## src/pov_pkg.sv

```systemverilog
/*
 * POV LED column engine, shared definitions
 * Widths, depths, SPI opcodes and FSM state types used by the
 * SPI receiver, the column buffer and the LED driver controller
 */
package pov_pkg;

    // LED driver bank geometry
    localparam int NUM_DRV    = 4;
    localparam int DRV_BITS   = 16;
    localparam int COL_W      = NUM_DRV * DRV_BITS;
    localparam int COL_BYTES  = COL_W / 8;
    localparam int NUM_COLS   = 8;

    // Column buffer
    localparam int FIFO_DEPTH = 4;
    localparam int FIFO_PTR_W = $clog2(FIFO_DEPTH);

    // Counter widths
    localparam int COL_BYTE_W = $clog2(COL_BYTES);
    localparam int DRV_CNT_W  = $clog2(DRV_BITS);
    localparam int CREDIT_W   = $clog2(FIFO_DEPTH + 1);

    // SPI command opcodes, first byte of a frame
    localparam logic [7:0] OP_WRITE_COL  = 8'h01;
    localparam logic [7:0] OP_SET_MASK   = 8'h02;
    localparam logic [7:0] OP_READ_DROPS = 8'h03;

    // Driver k word lives at bits k*DRV_BITS upward
    typedef logic [COL_W-1:0]    column_t;
    typedef logic [NUM_COLS-1:0] col_mask_t;
    typedef logic [7:0]          drop_cnt_t;
    typedef logic [CREDIT_W-1:0] credit_t;

    // SPI frame decoder
    typedef enum logic [2:0] {
        IDLE_OP,
        COL_DATA,
        MASK_DATA,
        STATUS,
        IGNORE
    } rx_state_e;

    // Driver controller
    typedef enum logic [1:0] {
        IDLE,
        SHIFT,
        LATCH
    } drv_state_e;

endpackage

```

## src/col_if.sv

```systemverilog
/*
 * Column link
 * One column and its select mask, sent as a single-cycle valid
 * against credits that the receiver returns as one-cycle pulses
 */
`timescale 1ns/10ps

interface col_if;
    import pov_pkg::*;

    // Sender side
    logic      valid;
    column_t   data;
    col_mask_t mask;

    // Receiver side, one pulse per freed entry
    logic      credit;

    modport sender (
        output valid,
        output data,
        output mask,
        input  credit
    );

    modport receiver (
        input  valid,
        input  data,
        input  mask,
        output credit
    );

endinterface

```

## src/spi_cmd_rx.sv

```systemverilog
/*
 * SPI command receiver
 * Mode 0 SPI slave, MSB first, pins synchronized to clk.
 * Decodes column writes, mask updates and drop count reads,
 * pushes columns downstream against credits and counts drops
 */
`timescale 1ns/10ps

module spi_cmd_rx (
    input  logic  clk,
    input  logic  arst_n,
    input  logic  spi_cs_n,
    input  logic  spi_sclk,
    input  logic  spi_mosi,
    output logic  spi_miso,
    col_if.sender out
);
    import pov_pkg::*;

    // Two-flop synchronizers and edge detect
    logic [1:0] cs_sync;
    logic [1:0] sclk_sync;
    logic [1:0] mosi_sync;
    logic       sclk_prev;
    logic       sclk_rise;
    logic       sclk_fall;
    logic       cs_idle;

    // Byte assembly
    logic [7:0] byte_sr;
    logic [2:0] bit_cnt;
    logic       byte_done;

    // Frame decode and payload
    rx_state_e             state;
    logic [COL_BYTE_W-1:0] byte_cnt;
    column_t               col_sr;
    col_mask_t             mask;
    logic                  push_req;
    logic                  take;

    // Flow control and status
    credit_t    credits;
    drop_cnt_t  drop_cnt;
    logic [7:0] miso_sr;

    always_ff @(posedge clk or negedge arst_n) begin
        if (!arst_n) begin
            cs_sync   <= 2'b11;
            sclk_sync <= 2'b00;
            mosi_sync <= 2'b00;
            sclk_prev <= 1'b0;
        end else begin
            cs_sync   <= {cs_sync[0], spi_cs_n};
            sclk_sync <= {sclk_sync[0], spi_sclk};
            mosi_sync <= {mosi_sync[0], spi_mosi};
            sclk_prev <= sclk_sync[1];
        end
    end

    assign sclk_rise = sclk_sync[1] & ~sclk_prev;
    assign sclk_fall = ~sclk_sync[1] & sclk_prev;
    assign cs_idle   = cs_sync[1];

    // MOSI sampled on rising SCLK, byte_done one cycle after the eighth bit
    always_ff @(posedge clk or negedge arst_n) begin
        if (!arst_n) begin
            byte_sr   <= '0;
            bit_cnt   <= '0;
            byte_done <= 1'b0;
        end else begin
            byte_done <= 1'b0;
            if (cs_idle) begin
                bit_cnt <= '0;
            end else if (sclk_rise) begin
                byte_sr   <= {byte_sr[6:0], mosi_sync[1]};
                bit_cnt   <= bit_cnt + 3'd1;
                byte_done <= (bit_cnt == 3'd7);
            end
        end
    end

    // Frame decoder, CS high aborts whatever is in progress
    always_ff @(posedge clk or negedge arst_n) begin
        if (!arst_n) begin
            state    <= IDLE_OP;
            byte_cnt <= '0;
            mask     <= '1;
            push_req <= 1'b0;
        end else begin
            push_req <= 1'b0;
            if (cs_idle) begin
                state    <= IDLE_OP;
                byte_cnt <= '0;
            end else if (byte_done) begin
                case (state)
                    IDLE_OP: begin
                        byte_cnt <= '0;
                        case (byte_sr)
                            OP_WRITE_COL:  state <= COL_DATA;
                            OP_SET_MASK:   state <= MASK_DATA;
                            OP_READ_DROPS: state <= STATUS;
                            default:       state <= IGNORE;
                        endcase
                    end
                    COL_DATA: begin
                        byte_cnt <= byte_cnt + 1'b1;
                        // Last payload byte completes the column
                        if (byte_cnt == COL_BYTE_W'(COL_BYTES - 1)) begin
                            push_req <= 1'b1;
                            state    <= IGNORE;
                        end
                    end
                    MASK_DATA: begin
                        mask  <= byte_sr;
                        state <= IGNORE;
                    end
                    default: state <= IGNORE;
                endcase
            end
        end
    end

    // First byte ends up in the top byte after COL_BYTES shifts
    always_ff @(posedge clk) begin
        if (byte_done && state == COL_DATA) begin
            col_sr <= {col_sr[COL_W-9:0], byte_sr};
        end
    end

    assign take = push_req && (credits != '0);

    // Push when a credit is held, otherwise drop and count
    always_ff @(posedge clk or negedge arst_n) begin
        if (!arst_n) begin
            out.valid <= 1'b0;
            credits   <= credit_t'(FIFO_DEPTH);
            drop_cnt  <= '0;
        end else begin
            out.valid <= take;
            credits   <= credits + credit_t'(out.credit) - credit_t'(take);
            if (push_req && !take) begin
                drop_cnt <= drop_cnt + 1'b1;
            end
        end
    end

    assign out.data = col_sr;
    assign out.mask = mask;

    // Drop count snapshot at opcode end, shifted out on falling SCLK
    always_ff @(posedge clk or negedge arst_n) begin
        if (!arst_n) begin
            miso_sr  <= '0;
            spi_miso <= 1'b0;
        end else if (cs_idle) begin
            spi_miso <= 1'b0;
        end else if (byte_done && state == IDLE_OP && byte_sr == OP_READ_DROPS) begin
            miso_sr <= drop_cnt;
        end else if (sclk_fall) begin
            spi_miso <= (state == STATUS) ? miso_sr[7] : 1'b0;
            miso_sr  <= {miso_sr[6:0], 1'b0};
        end
    end

    // Returned credits never exceed the buffer depth
    a_credit_bound: assert property (
        @(posedge clk) disable iff (!arst_n) credits <= credit_t'(FIFO_DEPTH)
    ) else $error("producer credit overflow");

endmodule

```

## src/column_fifo.sv

```systemverilog
/*
 * Column buffer
 * Circular buffer of column and mask entries between the SPI
 * receiver and the driver controller, credit fed on both sides
 */
`timescale 1ns/10ps

module column_fifo (
    input  logic    clk,
    input  logic    arst_n,
    col_if.receiver in,
    col_if.sender   out
);
    import pov_pkg::*;

    column_t               data_mem [FIFO_DEPTH];
    col_mask_t             mask_mem [FIFO_DEPTH];
    logic [FIFO_PTR_W-1:0] wr_ptr;
    logic [FIFO_PTR_W-1:0] rd_ptr;
    credit_t               count;
    // Consumer holds a single column
    logic                  dn_credit;

    function automatic logic [FIFO_PTR_W-1:0] ptr_inc(input logic [FIFO_PTR_W-1:0] ptr);
        if (ptr == FIFO_PTR_W'(FIFO_DEPTH - 1)) begin
            return '0;
        end
        return ptr + 1'b1;
    endfunction

    // Head goes out as soon as the consumer has room
    assign out.valid = (count != '0) && dn_credit;
    assign out.data  = data_mem[rd_ptr];
    assign out.mask  = mask_mem[rd_ptr];

    // Forwarding an entry frees its slot
    assign in.credit = out.valid;

    always_ff @(posedge clk) begin
        if (in.valid) begin
            data_mem[wr_ptr] <= in.data;
            mask_mem[wr_ptr] <= in.mask;
        end
    end

    always_ff @(posedge clk or negedge arst_n) begin
        if (!arst_n) begin
            wr_ptr    <= '0;
            rd_ptr    <= '0;
            count     <= '0;
            dn_credit <= 1'b1;
        end else begin
            if (in.valid) begin
                wr_ptr <= ptr_inc(wr_ptr);
            end
            if (out.valid) begin
                rd_ptr <= ptr_inc(rd_ptr);
            end
            count     <= count + credit_t'(in.valid) - credit_t'(out.valid);
            // Returned credit may land in the same cycle as a send
            dn_credit <= (dn_credit & ~out.valid) | out.credit;
        end
    end

    // Producer credits must keep writes off a full buffer
    a_no_overflow: assert property (
        @(posedge clk) disable iff (!arst_n) in.valid |-> count != credit_t'(FIFO_DEPTH)
    ) else $error("write into full column buffer");

endmodule

```

## src/led_driver_ctrl.sv

```systemverilog
/*
 * LED driver controller
 * Shifts one column into the constant-current drivers MSB first,
 * pulses the latch, then steps the one-hot column select
 */
`timescale 1ns/10ps

module led_driver_ctrl (
    input  logic                         clk,
    input  logic                         arst_n,
    col_if.receiver                      in,
    output logic                         drv_sclk,
    output logic                         drv_lat,
    output logic [pov_pkg::NUM_DRV-1:0]  drv_sin,
    output pov_pkg::col_mask_t           col_sel
);
    import pov_pkg::*;

    drv_state_e           state;
    column_t              sh;
    col_mask_t            mask_q;
    col_mask_t            col_ptr;
    col_mask_t            next_ptr;
    logic [DRV_CNT_W-1:0] bit_cnt;

    // Rotate the one-hot pointer
    assign next_ptr = {col_ptr[NUM_COLS-2:0], col_ptr[NUM_COLS-1]};

    // Each driver sees the MSB of its own word
    always_comb begin
        for (int k = 0; k < NUM_DRV; k++) begin
            drv_sin[k] = sh[k*DRV_BITS + DRV_BITS - 1];
        end
    end

    // Column capture, then shift each word at the end of the SCLK high half
    always_ff @(posedge clk) begin
        if (state == IDLE && in.valid) begin
            sh     <= in.data;
            mask_q <= in.mask;
        end else if (state == SHIFT && drv_sclk) begin
            for (int k = 0; k < NUM_DRV; k++) begin
                sh[k*DRV_BITS +: DRV_BITS] <= {sh[k*DRV_BITS +: DRV_BITS-1], 1'b0};
            end
        end
    end

    always_ff @(posedge clk or negedge arst_n) begin
        if (!arst_n) begin
            state     <= IDLE;
            bit_cnt   <= '0;
            drv_sclk  <= 1'b0;
            drv_lat   <= 1'b0;
            // Parked on the last line so the first column lands on line 0
            col_ptr   <= {1'b1, {(NUM_COLS-1){1'b0}}};
            col_sel   <= '0;
            in.credit <= 1'b0;
        end else begin
            in.credit <= 1'b0;
            case (state)
                IDLE: begin
                    if (in.valid) begin
                        state   <= SHIFT;
                        bit_cnt <= '0;
                    end
                end
                SHIFT: begin
                    // Low half then high half per bit
                    drv_sclk <= ~drv_sclk;
                    if (drv_sclk) begin
                        bit_cnt <= bit_cnt + 1'b1;
                        if (bit_cnt == DRV_CNT_W'(DRV_BITS - 1)) begin
                            state <= LATCH;
                        end
                    end
                end
                LATCH: begin
                    // Idle cycle, latch cycle, then advance
                    drv_lat <= ~drv_lat;
                    if (drv_lat) begin
                        col_ptr   <= next_ptr;
                        col_sel   <= next_ptr & mask_q;
                        in.credit <= 1'b1;
                        state     <= IDLE;
                    end
                end
                default: state <= IDLE;
            endcase
        end
    end

    // Latch only once the shift clock has gone quiet
    a_lat_sclk_excl: assert property (
        @(posedge clk) disable iff (!arst_n) !(drv_lat && drv_sclk)
    ) else $error("drv_lat overlaps drv_sclk");

    // Never more than one column line driven
    a_col_onehot: assert property (
        @(posedge clk) disable iff (!arst_n) $onehot0(col_sel)
    ) else $error("col_sel not one-hot");

endmodule

```

## src/pov_top.sv

```systemverilog
/*
 * POV LED column engine top level
 * SPI command receiver feeding a column buffer, which feeds
 * the LED driver controller, all over credit-based column links
 */
`timescale 1ns/10ps

module pov_top (
    input  logic                         clk,
    input  logic                         arst_n,
    // SPI slave
    input  logic                         spi_cs_n,
    input  logic                         spi_sclk,
    input  logic                         spi_mosi,
    output logic                         spi_miso,
    // LED drivers and column mux
    output logic                         drv_sclk,
    output logic [pov_pkg::NUM_DRV-1:0]  drv_sin,
    output logic                         drv_lat,
    output pov_pkg::col_mask_t           col_sel
);

    // Producer to buffer, buffer to consumer
    col_if link_in ();
    col_if link_out ();

    spi_cmd_rx u_spi_cmd_rx (
        .clk      (clk),
        .arst_n   (arst_n),
        .spi_cs_n (spi_cs_n),
        .spi_sclk (spi_sclk),
        .spi_mosi (spi_mosi),
        .spi_miso (spi_miso),
        .out      (link_in.sender)
    );

    column_fifo u_column_fifo (
        .clk    (clk),
        .arst_n (arst_n),
        .in     (link_in.receiver),
        .out    (link_out.sender)
    );

    led_driver_ctrl u_led_driver_ctrl (
        .clk      (clk),
        .arst_n   (arst_n),
        .in       (link_out.receiver),
        .drv_sclk (drv_sclk),
        .drv_lat  (drv_lat),
        .drv_sin  (drv_sin),
        .col_sel  (col_sel)
    );

endmodule

```

## config.mk

```make
export PLATFORM = sky130hd
export DESIGN_NAME = pov_top
export DESIGN_NICKNAME = d
export VERILOG_FILES = /design/src/pov_pkg.sv /design/src/col_if.sv /design/src/spi_cmd_rx.sv /design/src/column_fifo.sv /design/src/led_driver_ctrl.sv /design/src/pov_top.sv
export SDC_FILE = /design/constraint.sdc
export NUM_CORES = 1
export LEC_CHECK = 0
export BUFFER_PORTS_ARGS = -buffer_cell sky130_fd_sc_hd__buf_2
export CAP_MARGIN = 20
export CORE_AREA = 2 2 237 239
export DETAILED_ROUTE_END_ITERATION = 8
export DIE_AREA = 0 0 239 241
export SYNTH_ARGS = -nofsm -noshare
export SYNTH_HDL_FRONTEND = slang
export SYNTH_SLANG_ARGS = --single-unit
export TNS_END_PERCENT = 100
```

## constraint.sdc

```tcl
create_clock -name clk -period 3.27 [get_ports clk]
set_clock_uncertainty 0.15 [all_clocks]
set_input_delay 0.1635 -clock clk [delete_from_list [all_inputs] [get_ports clk]]
set_output_delay 0.1635 -clock clk [all_outputs]
set_load 0.03 [all_outputs]
```

# After elaboration in Yosys (flattened, before gate mapping)
# Memories as Yosys holds them, arrays and structs flattened. A register that Yosys moved wholly into a read port is not among the register bits.
# Index checks and enable logic that the tools add are counted.
[word_totals]
regBits = 216
ramBits = 288
inputBits = 5
output_inout_bits = 15
wordCells = 144
n_memories = 2
[op_classes]
addsub = 10
n_eq_ne = 19
muxes = 44
bitwise_logic = 11
reduce_logical = 29
[memory_table]
columns = ["memory", "depth", "width", "rd", "rd_clocked_by_memory_dff", "write_ports", "line_no", "source"]
rows = [
  ["u_column_fifo.data_mem", 4, 64, 1, 0, 1, "column_fifo.sv:16", "column_t data_mem [FIFO_DEPTH];"],
  ["u_column_fifo.mask_mem", 4, 8, 1, 1, 1, "column_fifo.sv:17", "col_mask_t mask_mem [FIFO_DEPTH];"],
]
[op_table]
columns = ["operator", "n"]
rows = [
  ["$mux W64", 2],
  ["$mux W3", 7],
  ["$mux W1", 18],
  ["$eq A8 B2 Y1 const B", 2],
  ["$mux W2", 8],
  ["$mux W8", 2],
  ["$pmux W3 S2", 2],
  ["$reduce_and A2 Y1", 6],
  ["$reduce_bool A2 Y1", 6],
  ["$pmux W3 S3", 1],
  ["$reduce_bool A3 Y1", 3],
  ["$add A8 B1 Y8 const B", 1],
  ["$and A8 B8 Y8", 1],
  ["$eq A8 B1 Y1 const B", 1],
  ["$logic_and A1 B1 Y1", 8],
  ["$mux W4", 2],
  ["$pmux W4 S2", 1],
  ["$add A3 B1 Y3", 2],
  ["$add A3 B1 Y3 const B", 2],
  ["$eq A2 B2 Y1 const B", 3],
  ["$eq A3 B2 Y1 const B", 2],
  ["$eq A3 B3 Y1 const B", 2],
  ["$ne A2 B1 Y1 const B", 3],
  ["$not A1 Y1", 6],
  ["other kinds (16)", 22],
]

# Depth between registers and ports, before layout
# Gate-level depths: netlist of the first run.
[logic_depth]
depth_word = 5
mapped_depth = 10
depth_no_buf = 9

# Hierarchy
# A second synthesis of the first run with hierarchy kept.
[unflattened]
cells_unflattened = 1028
area_unflattened_um2 = 19144.6
[modules_own_cells]
columns = ["mod", "instances", "cells_per_inst", "area_each_um2", "seq_area_each_um2"]
rows = [
  ["column_fifo", 1, 416, 10850.4, 8849.7],
  ["spi_cmd_rx", 1, 246, 4267.8, 3311.9],
  ["led_driver_ctrl", 1, 366, 4026.4, 2788.9],
]

# Worst setup path after synthesis of the first run
# OpenSTA, ideal clock, no wires.
[synth_path]
path_type = "flip-flop to flip-flop"
startpoint = "reg u_column_fifo.dn_credit"
endpoint = "reg u_led_driver_ctrl.sh[0], enable pin"
setup_time_ns = 0.424
arrival_ns = 2.794
t_required_ns = 2.696
path_slack_ns = -0.097
path_stages_with_launch = 7
n_path_buf = 2
synth_period_minus_slack_ns = 3.367
cell_sequence = "dfstp_2 -> nor2b_2 -> inv_2 -> or3_1 -> buf_2 -> clkbuf_1 -> nand2_1"
[synth_between]
elab_chain_cells = 3
[synth_rtl]
columns = ["element", "line_no", "source"]
rows = [
  ["from (decl)", "column_fifo.sv:22", "logic dn_credit;"],
  ["from (signal assigned)", "column_fifo.sv:61", "dn_credit <= (dn_credit & ~out.valid) | out.credit;"],
  ["$logic_and A1 B1 Y1", "column_fifo.sv:32", "assign out.valid = (count != '0) && dn_credit;"],
  ["$logic_and A1 B1 Y1", "led_driver_ctrl.sv:38", "if (state == IDLE && in.valid) begin"],
  ["$reduce_bool A2 Y1 (no source line)", "--", ""],
  ["to (signal assigned)", "led_driver_ctrl.sv:39", "sh <= in.data;"],
  ["to (signal, indexed assignment)", "led_driver_ctrl.sv:43", "sh[k*DRV_BITS +: DRV_BITS] <= {sh[k*DRV_BITS +: DRV_BITS-1], 1'b0};"],
  ["to (decl)", "led_driver_ctrl.sv:20", "column_t sh;"],
]
# Every way passes these cells.
# A chain may end at the register's enable or synchronous reset.

# Worst setup path after layout of the first run
[layout_path]
startpoint = "reg u_column_fifo.dn_credit"
endpoint = "reg u_led_driver_ctrl.sh[58], enable pin"
# Same word-level chain as after synthesis.

==> results of run 1 <==
-- worst min-delay path by stage --
stage          startpoint                        end  slack (ps)  depth (start not counted)
2_1_floorplan      arst_n     u_column_fifo.count[0]        -280                          0
3_3_place_gp       arst_n   u_spi_cmd_rx.drop_cnt[1]           4                          1
3_5_place_dp       arst_n   u_spi_cmd_rx.drop_cnt[1]          10                          1
4_1_cts          spi_sclk  u_spi_cmd_rx.sclk_sync[0]          50                          2
5_1_grt          spi_sclk  u_spi_cmd_rx.sclk_sync[0]          60                          2
6_report         spi_sclk  u_spi_cmd_rx.sclk_sync[0]          90                          2
-- critical path, cell delays in order (launching register included) --
cell and delay, ps:
dfstp_2 520, nor2b_2 180, inv_2 90, or3_2 510, nand2_4 400, buf_12 260
-- power by group --
| part | internal, uW | switching [uW] | total [uW] |
|---|---|---|---|
| logic | 78.3 | 57.7 | 136 |
| registers | 7060 | 82.5 | 7140 |
| clock network | 3080 | 2330 | 5410 |
| total | 10200 | 2470 | 12700 |
-- layout by cell type (no fill, tap or decap), drive strengths merged, types with 10 or more instances in the layout --
cell type and count:
ha 15, inv 20, dfrtp 75, nor2 19
clkinv 20, mux4 72, xnor2 10, mux2 25
nand2 219, dfstp 13, and2 10, o21ai 13
clkbuf 69, edfxtp 424, buf 39
-- through the flow --
| step | utilization [%] | hold slack, ps | std cells |
|---|---|---|---|
| finish | 39.5 | 90.3 | 1825 |
| global route | 39.5 | 62.1 | 1825 |
| CTS | 39.5 | 53.6 | 1825 |
| detailed placement | 36.6 | 12.6 | 1725 |
| global placement | 36.6 | 4.41 | 1725 |
| floorplan | - | -282 | 1024 |
-- kinds of logic after synthesis --
logic type               count (synthesis)
flip-flops                             512
XOR/XNOR                                16
AO/OA/AOI/OAI                           35
AND/OR/NAND/NOR                        285
adder cells (fa/ha/maj)                 17
buffers and inverters                   59
multiplexers                           100
-- registers in the layout, indices dropped and copies added, names as in the netlist, 4 cells and up --
name,flops
u_column_fifo.data_mem,256
u_column_fifo.mask_mem,32
u_led_driver_ctrl.bit_cnt,4
u_led_driver_ctrl.col_ptr,8
u_led_driver_ctrl.col_sel,8
u_led_driver_ctrl.mask_q,8
u_led_driver_ctrl.sh,64
u_spi_cmd_rx.byte_sr,8
u_spi_cmd_rx.drop_cnt,8
u_spi_cmd_rx.miso_sr,8
u_spi_cmd_rx.out.data,64
u_spi_cmd_rx.out.mask,8
-- routing by layer --
metal / vias up / share of wire [%] / GRT usage, %
li1: 3991 / - / -
met3: 42 / 4.1 / 2.34
met5: - / 0 / 0
met4: 0 / 1.6 / 2.84
met1: 4499 / 44 / 15.1
met2: 109 / 51 / 19.7
-- area by class of cell --
class | count | area, sq um | area share [%]
inverter | 18 | 72.6 | 0.335
clock inverter | 25 | 186 | 0.860
sequential | 512 | 15000 | 69.0
tap | 704 | 881 | 4.06
multi-input combinational | 453 | 3800 | 17.5
clock buffer | 69 | 1360 | 6.28
timing repair buffer | 44 | 423 | 1.95
-- what timing repair did --
item	4_1_cts	5_1_grt
endpoints found under the setup margin	0	0
hold buffers	6	0
hold endpoints to repair	81	0
gates resized for setup	0	0
==> results.tsv, run 1 <==
metric	value	unit
yosys.area.top_type	edfxtp_1	
synthArstFlopShare	17.2	%
syn_nets	1046	
clk_latency	570	ps
area_growth	14.0	%
fp.dieArea	57600	sq um
drt_iter0_drc	590	
synth_compound_area_share	1.32	%
wl	32.3	mm
synthMuxAreaShare	10.2	%
synth-edff-count	424	
rows	86	
overflow	0	
synth_adder_area_share	1.20	%
syn_area	19000	sq um
synth_top_family_by_area	multiplexers	
grt_pass1_vias	9195	
path_max_fanout	31	
yosysSeqAreaShare	78.6	%
status	finished clean	
ir_drop	0.411	mV
rsz0062_at_grt	false	
synthCells	1024	
yosysWarnings	0	
cts_tree	done	
grt_usage	11.5	%
reg2regPathDepth	5	
synthXorXnorAreaFrac	0.736	%
nFillCells	4937	
io_pins	20	
worstSetupPathType	register to register	
cts.sinks	512	
ctsHtreeMaxLevel	2	
grt_max_degree	75	
drv_cap	0	
setup_viol	0	
ant_nets	0	
crit_end	u_led_driver_ctrl.sh[58]	
reg2reg_from	u_column_fifo.dn_credit	
yosys.cell_count.top_type	edfxtp_1	
drt-wirelength-per-cell	17.7	um
root_buffer	clkbuf_16	
dp.final_hpwl	17.7	mm
regToRegEndpoint	u_led_driver_ctrl.sh[58]	
postCtsSetupBuffers	0	
synth_top_cell_area_share	66.9	%
final_cell_area	21700	sq um
numCtsBuffers	50	
preCtsSetupSlack	781	ps
num_vias	8641	
synth_commonest_cells	edfxtp_1 (424), nand2_1 (209), dfrtp_1 (75)	
ys.flop_type	edfxtp_1	
numPortBuffers	19	
post_dp_cell_area	20100	sq um
endpoint_kind	register	
die_w	239	um
hold_violations	0	
synth_cell_types	49	
fin_nets	1101	
drv_slew	0	
ys_ff_latch	512	
cp.arrival	2580	ps
path_clk_slew	60	ps
startpoint	u_column_fifo.dn_credit	
routed_via_density	4.73	
gp_congestion	0.745	
timing.final.ws_setup	802	ps
n_antenna_cell	0	
antenna_found_initial	0	
start_util	34.7	%
drive_gt1_share	22.2	%
fin_crit_sh	75.5	%
finalCriticalPeriod	2470	ps
critPathRequiredTime	3380	ps
syn_avg_cell_area	18.6	sq um
powerDensity	585	nW/um^2
finalPower	12700	uW
holdCritPathClass	input port to register	
first_pass_iters	5	
r2r_setup_slack	800	ps
relSlewSlack	36.6	%
crit_path_start_kind	register	
core	54900	sq um
synth-simple-area-share	6.47	%
clockBufferDepth	3	
tightest_slew	948	ps
p_leak	0.00725	uW
grt_pass1_wl	51.5	mm
die_h	241	um
synth_area_leaders	edfxtp_1 (67%), dfrtp_1 (9.9%), mux4_2 (8.5%)	
max_freq	405	MHz
setup_tns	0	ps
post-route-drc-count	0	
No activity file was read; power rests on OpenSTA's default activity.
==> run 2: changes to the inputs <==
- ABC_AREA: not set -> 1
- CORE_AREA: 2 2 237 239 -> 2 2 240 242
- DIE_AREA: 0 0 239 241 -> 0 0 242 244
- clock period: 3.27 -> 2.2 ns (I/O delays scaled with it)
==> run 2 against run 1 <==
Against the previous run: combinational power is 77% higher; maximum frequency is 19% higher; final cell count is 26% higher; design area is 4.6% higher; core utilization is 0.88 points higher; hold slack worse by 61 ps; highest routed layer unchanged.
==> results.tsv, run 2 <==
metric	value	unit	change
io_pins	20		unchanged
drt-wirelength-per-cell	16.4	um	-7.0%
powerDensity	872	nW/um^2	+49%
met3_usage	1.90	%	-0.45 points
grt_pass1_wl	60.1	mm	+17%
drive_gt1_share	13.1	%	-9.1 points
yosys.area.top_type	edfxtp_1		
ys_ff_latch	512		unchanged
dp.final_hpwl	20.8	mm	+17%
num_vias	11100		+28%
hold_violations	0		unchanged
synthArstFlopShare	17.2	%	unchanged
syn_nets	1483		+42%
cp.arrival	2430	ps	-150 ps
crit_path_top_delay_cell	dfstp_2		
synth_top_family_by_area	simple AND/OR/NAND/NOR gates		
relSlewSlack	63.9	%	+27 points
gp_congestion	0.733		-1.6%
synth-simple-area-share	10.7	%	+4.2 points
tightest_slew	542	ps	-406 ps
endpoint_kind	register		
die_h	244	um	+1.2%
r2r_setup_slack	120	ps	-680 ps
post-route-drc-count	0		unchanged
rows	87		+1.2%
overflow	0		unchanged
reg2regPathDepth	8		+3
drv_cap	0		unchanged
preCtsSetupSlack	2.92	ps	-779 ps
antenna_found_initial	0		unchanged
drt_iter0_drc	628		+6.4%
use_met2	21.8	%	+2.2 points
start_util	34.9	%	+0.19 points
setup_viol	0		unchanged
die_w	242	um	+1.3%
fp.dieArea	59000	sq um	+2.5%
synth_area_leaders	edfxtp_1 (65%), dfrtp_1 (9.6%), nand2_1 (5.4%)		
numPortBuffers	19		unchanged
path_cells	inv_1 > a31oi_2 > ha_1 > inv_1 > ha_2 > fa_2 > xnor2_2 > xor2_1		
cp_common_cell	inv_1		
ctsHtreeMaxLevel	2		unchanged
routed_via_density	4.80		+1.3%
synth_top_cell_area_share	65.0	%	-1.9 points
first_pass_iters	7		+2
final_cell_mix	edfxtp_1 (424), nand2_1 (278), o21ai_0 (182)		
finalPower	19800	uW	+56%
n_antenna_cell	0		unchanged
path_clk_slew	60	ps	about the same
yosys.cell_count.top_type	edfxtp_1		
p_leak	0.00800	uW	+10%
syn_area	19600	sq um	+2.9%
grt_usage	12.7	%	+1.2 points
cts_tree	done		
core	56200	sq um	+2.4%
fin_crit_sh	94.6	%	+19 points
synth-edff-count	424		unchanged
critPathRequiredTime	2550	ps	-830 ps
synthMuxAreaShare	0.518	%	-9.6 points
timing.final.ws_setup	119	ps	-683 ps
status	finished clean		
yosysSeqAreaShare	76.4	%	-2.2 points
syn_avg_cell_area	13.4	sq um	-28%
ys.flop_type	edfxtp_1		
slowest_delay	530	ps	about the same
area_growth	15.9	%	
finalCriticalPeriod	2080	ps	-387 ps
wl	37.9	mm	+18%
drv_slew	0		unchanged
synth_adder_area_share	1.16	%	-0.034 points
top_usage_layer	met2		
numCtsBuffers	50		unchanged
reg2reg_from	u_spi_cmd_rx.credits[2]		
hold_start	spi_cs_n		
regToRegEndpoint	u_spi_cmd_rx.credits[2]		
clockBufferDepth	3		unchanged
crit_path_start_kind	register		
fin_nets	1532		+39%
holdCritPathClass	input port to register		
grt_max_degree	69		-8.0%
fin_util	40.4	%	+0.88 points
root_buffer	clkbuf_16		
hold_end	u_spi_cmd_rx.cs_sync[0]		
synth_cell_types	38		-22%
synth_compound_area_share	7.28	%	+6.0 points
synthXorXnorAreaFrac	0.492	%	-0.24 points
max_freq	480	MHz	+19%
path_max_fanout	2		-94%
largest_reg_flops	256		unchanged
layout_commonest_cell	edfxtp_1		
cts.sinks	512		unchanged
ant_nets	0		unchanged
grt_use_met1	17.0	%	+1.9 points
yosysWarnings	0		unchanged
clk_latency	580	ps	about the same
synth_commonest_cells	edfxtp_1 (424), nand2_1 (283), o21ai_0 (182)		
regMostFlops	u_column_fifo.data_mem		
min_path_cells	2		unchanged
synthCells	1461		+43%
ir_drop	0.609	mV	+48%
grt_pass1_vias	11100		+21%
worstSetupPathType	register to register		
-- run 2: kinds of logic (layout without fill, tap and decap cells) --
kind of cell	Yosys count	in the layout
XOR/XNOR	11	11
adder cells (fa/ha/maj)	17	17
AND/OR/NAND/NOR	514	514
multiplexers	8	8
buffers and inverters	132	223
AO/OA/AOI/OAI	267	267
flip-flops	512	512
-- run 2: cell type report --
class	count	area (sq um)
clock inverters	32	429
flip-flops and latches	512	15000
well taps	756	946
repair buffers	66	726
clock buffers	62	1340
multi-input cells	817	4040
inverters	63	258
fillers	5181	33500
-- run 2: critical path: cells and delay by family (launching register included) --
kind	cells	cell delay [ps]
buffers and inverters	2	90
XOR/XNOR	2	310
flip-flops	1	530
AO/OA/AOI/OAI	1	190
adder cells (fa/ha/maj)	3	750
-- run 2: routing by layer --
layer	routed length (um)	vias to the layer above	share of wire, %
met5	0	-	0
li1	-	5261	-
met2	18300	239	48
met4	755	0	2.0
met1	17100	5505	45
met3	1740	68	4.6
-- run 2: repair_timing --
action,in CTS,in global routing
endpoints found under the setup margin,1,1
endpoints found under the hold margin,90,0
resized for setup,1,4
hold buffers,6,0
pin swaps,2,5
buffers inserted,0,1
-- run 2: stage by stage --
| stage | cell area, sq um | hold WS, ps | TNS, ps | instances |
|---|---|---|---|---|
| global route | 22700 | 32.6 | -0.174 | 2308 |
| CTS | 22700 | 0.166 | 0 | 2307 |
| floorplan | 19700 | -336 | -72410 | 1461 |
| detailed placement | 20800 | -58.2 | 0 | 2207 |
| finish | 22700 | 29.7 | 0 | 2308 |
| global placement | 20800 | -57.9 | 0 | 2207 |
-- run 2: worst max-delay path by stage --
| stage | startpoint | to | slack [ps] | depth (start not counted) |
|---|---|---|---|---|
| after floorplan | u_spi_cmd_rx.state[1] | u_spi_cmd_rx.byte_cnt[0] | -520 | 5 |
| after global placement | u_spi_cmd_rx.credits[2] | u_spi_cmd_rx.credits[2] | 60 | 8 |
| after detailed placement | u_spi_cmd_rx.credits[2] | u_spi_cmd_rx.credits[2] | 3 | 8 |
| after CTS | u_spi_cmd_rx.credits[2] | u_spi_cmd_rx.credits[2] | 10 | 8 |
| after global routing | u_spi_cmd_rx.credits[2] | u_spi_cmd_rx.credits[2] | -0.2 | 8 |
| final | u_spi_cmd_rx.credits[2] | u_spi_cmd_rx.credits[2] | 120 | 8 |
-- run 2: power breakdown --
part / leakage, uW / internal, uW / switching, uW / total [uW]
Clock: 0.000856 / 5500 / 3570 / 9070
Sequential: 0.00474 / 10400 / 48.8 / 10500
Combinational: 0.00240 / 73.4 / 167 / 241
